### config.mk
export PLATFORM = sky130hd
export DESIGN_NAME = rv_idu
export DESIGN_NICKNAME = d
export VERILOG_FILES = /design/src/verilog/rv_core_pkg.sv /design/src/verilog/rv_isa_pkg.sv /design/src/verilog/rv_idu.sv
export SDC_FILE = /design/constraint.sdc
export NUM_CORES = 1
export LEC_CHECK = 0
export BUFFER_PORTS_ARGS = -buffer_cell sky130_fd_sc_hd__clkbuf_2
export CAP_MARGIN = 0
export CORE_AREA = 5 5 145 147
export DETAILED_ROUTE_END_ITERATION = 8
export DIE_AREA = 0 0 150 152
export PLACE_DENSITY = 0.54
export REMOVE_ABC_BUFFERS = 1
export SYNTH_ARGS = -nofsm -noshare
export SYNTH_HDL_FRONTEND = slang
export SYNTH_SLANG_ARGS = --single-unit
### constraint.sdc
create_clock -name vclk -period 2.7
set_input_delay 0.405 -clock vclk [all_inputs]
set_output_delay 0.405 -clock vclk [all_outputs]
set_load 0.02 [all_outputs]
### src/verilog/rv_core_pkg.sv
package rv_core_pkg;

  localparam int xlen = 64;

  localparam logic [xlen-1:0] reset_pc = 64'h0000_0000_8000_0000;

  typedef enum logic [3:0] {
    alu_add,
    alu_sub,
    alu_and,
    alu_or,
    alu_xor,
    alu_sll,
    alu_srl,
    alu_sra,
    alu_slt,
    alu_sltu
  } alu_mode_e;

endpackage

### src/verilog/rv_isa_pkg.sv
package rv_isa_pkg;

  // major opcodes in inst[6:0]
  localparam logic [6:0] op_load   = 7'b0000011;
  localparam logic [6:0] op_store  = 7'b0100011;
  localparam logic [6:0] op_imm    = 7'b0010011;
  localparam logic [6:0] op_imm_32 = 7'b0011011;
  localparam logic [6:0] op_reg    = 7'b0110011;
  localparam logic [6:0] op_reg_32 = 7'b0111011;
  localparam logic [6:0] op_lui    = 7'b0110111;
  localparam logic [6:0] op_auipc  = 7'b0010111;
  localparam logic [6:0] op_jal    = 7'b1101111;
  localparam logic [6:0] op_jalr   = 7'b1100111;
  localparam logic [6:0] op_branch = 7'b1100011;
  localparam logic [6:0] op_system = 7'b1110011;

  // one entry per decoded instruction
  typedef enum logic [5:0] {
    op_illegal,
    op_i_add, op_i_sub, op_i_and, op_i_or, op_i_xor,
    op_i_sll, op_i_srl, op_i_sra, op_i_slt, op_i_sltu,
    op_i_addi, op_i_andi, op_i_ori, op_i_xori, op_i_slti,
    op_i_sltiu, op_i_slli, op_i_srli, op_i_srai,
    op_i_addw, op_i_subw, op_i_addiw, op_i_sllw,
    op_i_lui, op_i_auipc, op_i_jal, op_i_jalr,
    op_i_beq, op_i_bne, op_i_blt, op_i_bge,
    op_i_lb, op_i_lbu, op_i_lw, op_i_ld,
    op_i_sb, op_i_sh, op_i_sw, op_i_sd,
    op_i_ebreak
  } op_e;

endpackage

### src/verilog/rv_idu.sv
`timescale 1ns/1ps

module rv_idu (
  input  logic [31:0]                  inst,
  output rv_isa_pkg::op_e              op,
  output logic [4:0]                   rd,
  output logic [4:0]                   rs1,
  output logic [4:0]                   rs2,
  output logic [rv_core_pkg::xlen-1:0] imm_i,
  output logic [rv_core_pkg::xlen-1:0] imm_s,
  output logic [rv_core_pkg::xlen-1:0] imm_b,
  output logic [rv_core_pkg::xlen-1:0] imm_u,
  output logic [rv_core_pkg::xlen-1:0] imm_j,
  output logic [5:0]                   shamt
);

  import rv_isa_pkg::*;
  import rv_core_pkg::*;

  logic [2:0] funct3;
  logic [6:0] funct7;
  logic [5:0] funct6;

  assign funct3 = inst[14:12];
  assign funct7 = inst[31:25];
  // rv64 shifts take a 6-bit shamt, so only the top six bits are funct
  assign funct6 = inst[31:26];

  assign rd    = inst[11:7];
  assign rs1   = inst[19:15];
  assign rs2   = inst[24:20];
  assign shamt = inst[25:20];

  assign imm_i = {{(xlen-12){inst[31]}}, inst[31:20]};
  assign imm_s = {{(xlen-12){inst[31]}}, inst[31:25], inst[11:7]};
  assign imm_b = {{(xlen-13){inst[31]}}, inst[31], inst[7], inst[30:25], inst[11:8], 1'b0};
  assign imm_u = {{(xlen-32){inst[31]}}, inst[31:12], 12'b0};
  assign imm_j = {{(xlen-21){inst[31]}}, inst[31], inst[19:12], inst[20], inst[30:21], 1'b0};

  always_comb begin
    op = op_illegal;
    case (inst[6:0])
      op_reg: begin
        case ({funct7, funct3})
          10'b0000000_000: op = op_i_add;
          10'b0100000_000: op = op_i_sub;
          10'b0000000_111: op = op_i_and;
          10'b0000000_110: op = op_i_or;
          10'b0000000_100: op = op_i_xor;
          10'b0000000_001: op = op_i_sll;
          10'b0000000_101: op = op_i_srl;
          10'b0100000_101: op = op_i_sra;
          10'b0000000_010: op = op_i_slt;
          10'b0000000_011: op = op_i_sltu;
          default:         op = op_illegal;
        endcase
      end
      op_imm: begin
        case (funct3)
          3'b000: op = op_i_addi;
          3'b111: op = op_i_andi;
          3'b110: op = op_i_ori;
          3'b100: op = op_i_xori;
          3'b010: op = op_i_slti;
          3'b011: op = op_i_sltiu;
          3'b001: op = (funct6 == 6'b000000) ? op_i_slli : op_illegal;
          default: begin
            if (funct6 == 6'b000000)
              op = op_i_srli;
            else if (funct6 == 6'b010000)
              op = op_i_srai;
          end
        endcase
      end
      op_imm_32: op = (funct3 == 3'b000) ? op_i_addiw : op_illegal;
      op_reg_32: begin
        case ({funct7, funct3})
          10'b0000000_000: op = op_i_addw;
          10'b0100000_000: op = op_i_subw;
          10'b0000000_001: op = op_i_sllw;
          default:         op = op_illegal;
        endcase
      end
      op_lui:   op = op_i_lui;
      op_auipc: op = op_i_auipc;
      op_jal:   op = op_i_jal;
      op_jalr:  op = (funct3 == 3'b000) ? op_i_jalr : op_illegal;
      op_branch: begin
        case (funct3)
          3'b000:  op = op_i_beq;
          3'b001:  op = op_i_bne;
          3'b100:  op = op_i_blt;
          3'b101:  op = op_i_bge;
          default: op = op_illegal;
        endcase
      end
      op_load: begin
        case (funct3)
          3'b000:  op = op_i_lb;
          3'b100:  op = op_i_lbu;
          3'b010:  op = op_i_lw;
          3'b011:  op = op_i_ld;
          default: op = op_illegal;
        endcase
      end
      op_store: begin
        case (funct3)
          3'b000:  op = op_i_sb;
          3'b001:  op = op_i_sh;
          3'b010:  op = op_i_sw;
          3'b011:  op = op_i_sd;
          default: op = op_illegal;
        endcase
      end
      op_system: op = (inst[31:7] == 25'h0002000) ? op_i_ebreak : op_illegal;
      default:   op = op_illegal;
    endcase
  end

endmodule

==> flow_summary.yaml <==
outcome:
  status: "completed"
drt:
  ant_nets: 0
  drc: 0
  routed_wirelength_um: 10100
  routedWlPerCell_um: 13.4
  firstDrtPassIters: 4
  drtIter0Drc: 93
  vias_per_cell: 3.08
  vias: 2323
floorplan:
  row_count: 52
  die_h_um: 152
  dieArea_um2: 22800
  initial_core_util_pct: 16.2
  core_um2: 19800
  io_pins: 379
  die_x_um: 150
worst_setup_path:
  worst-path-buf-inv: 2
  crit_top_cell: "clkbuf_2"
  crit_chain: "clkbuf_2 > nor3_2 > nand3_1 > a2111oi_0 > a211oi_1 > o21bai_1 > clkbuf_2"
  crit_type: "input pin to output pin"
  slowest_stage: "nor3_2"
  start_kind: "input pin"
  cp.arrival_ns: 1.98
  cp_max_fo: 6
  required_ns: 2.30
  end_kind: "output pin"
  cp.depth: 7
  max_stage_delay_ns: 0.43
  crit_family: "simple AND/OR/NAND/NOR gates"
grt:
  grt_use_total_pct: 7.54
  overflow: 0
  antenna_found_initial: 0
  first_global_vias: 1910
  grt_pass1_wl_um: 13500
  grt_max_degree: 217
sta:
  setup_viol: 0
  finalSetupTns_ns: 0
  rsz0062_at_grt: "false"
  final-hold-violation-count: 0
  worst_pin_slew_ns: 0.687
  min_period_ns: 2.39
  period_share_pct: 88.4
  timing.hold.ws_ns: 1.10
  fmax_mhz: 419
  max_slew_margin_pct: 54.2
  slew_violations: 0
power_and_ir_drop:
  power_frac_seq_pct: 0
  p_int_mw: 0.207
  p_sw_mw: 0.567
  p_leak_nw: 1.80
  power_density_nw_per_um2: 267
  clock_power_share_pct: 0
  vdd_drop_max_uv: 154
  comb_power_share_pct: 100.0
  p_sw_share_pct: 73.3
cells_and_area:
  multiInputGateArea_um2: 648
  nFlopsAndLatches: 0
  fin_cells: 754
  area_delta_synth_final_pct: -9.79
  drive_above_1_share_pct: 78.3
  ff_latch_area_um2: 0
  n_clock_buffer: 0
  finalInstanceArea_um2: 2890
  final_nets: 517
  fillCellCount: 2290
synthesis:
  synth.most_common_cell: "buf_4"
  yosysUniqueCellTypes: 43
  syn_area_um2: 3210
  yosysTopAreaCell: "buf_4"
  seq_area_frac_synth_pct: 0
  yosysWarnings: 0
  syn_inst: 446
  synthTopCellsByCount: "buf_4, nor2_1, nand2_1"
  synth_top_area_share_pct: 79.8
  avgSynthCellArea_um2: 7.19
  synthTopCellsByArea: "buf_4, nor2_1, nand2_1, nand2b_1, nand4b_1"
placement:
  dpl.hpwl_um: 9000
  placed_area_um2: 2890
  place_congestion: 0.750
  io_buffers: 365
  dp_cells: 753
min_path:
  min_to: "rs1[0]"
  holdPathStages: 2
  hold_path.class: "input pin to output pin"
  min_from: "inst[15]"
clock_network:
  ctsResizeCount: 0
  hold_buffers: 0
  cts_setup_buffers: 0
job:
  cap_viol_max_count: 0
## metal layers
layer | wire [µm] | vias to the layer above | track usage, %
met4 | 8 | 0 | 0.131
li1 | - | 1149 | -
met1 | 3840 | 985 | 9.21
met5 | 0 | - | 0
met2 | 4780 | 187 | 13.9
met3 | 1460 | 2 | 2.06
## placed cells by master, fill, tap and decap left out, types with 2 or more instances in the layout
master | synthesis | routed
a21oi_1 | 6 | 6
a31oi_1 | 3 | 3
buf_4 | 341 | 6
clkbuf_2 | 0 | 364
conb_1 | 1 | 14
inv_1 | 2 | 2
nand2_1 | 10 | 10
nand2b_1 | 6 | 6
nand3_1 | 4 | 4
nand4b_1 | 4 | 4
nor2_1 | 12 | 12
nor2b_1 | 3 | 3
nor3_1 | 7 | 7
nor4_1 | 5 | 5
o21ai_0 | 4 | 4
o21ai_1 | 2 | 2
o31ai_1 | 2 | 2
or3_1 | 3 | 3
## area by class of cell
type	count	share of cell area [%]
multi-input cells	109	22.4
diodes	1	0.0865
repair buffers	372	65.6
inverters	2	0.259
well taps	270	11.7
## worst max path at each step
stage / from / to / slack (ns)
4_1_cts: inst[26] / op[2] / 0.28
5_1_grt: inst[26] / op[2] / 0.09
3_3_place_gp: inst[26] / op[2] / 0.32
3_5_place_dp: inst[26] / op[2] / 0.28
2_1_floorplan: inst[27] / op[2] / 0.78
6_report: inst[26] / op[2] / 0.31
## per-stage QoR
step	setup WS, ns	power (mW)	util, %
3_3_place_gp	0.315	0.789	14.6
4_1_cts	0.279	0.790	14.6
6_report	0.313	0.773	14.6
2_1_floorplan	0.781	0.0547	-
3_5_place_dp	0.281	0.790	14.6
5_1_grt	0.0887	0.827	14.6
## kinds of logic (layout without fill, tap and decap cells)
| family | after synthesis | count (layout) | synth area share, % |
|---|---|---|---|
| muxes | 1 | 1 | 0.312 |
| and+or+nand+nor | 64 | 64 | 11.9 |
| other | 1 | 15 | 0.117 |
| buffers and inverters | 350 | 374 | 81.3 |
| AOI/OAI and AO/OA | 29 | 29 | 6.08 |
| xor gates and xnor gates | 1 | 1 | 0.273 |
## power groups by stage
stage | registers [mW] | logic [mW] | clock network (mW)
floorplan | 0 | 0.0547 | 0
detailed placement | 0 | 0.790 | 0
finish | 0 | 0.773 | 0.00000000232
global route | 0 | 0.827 | 0
CTS | 0 | 0.790 | 0
global placement | 0 | 0.789 | 0
No activity file was read; power rests on OpenSTA's default activity.
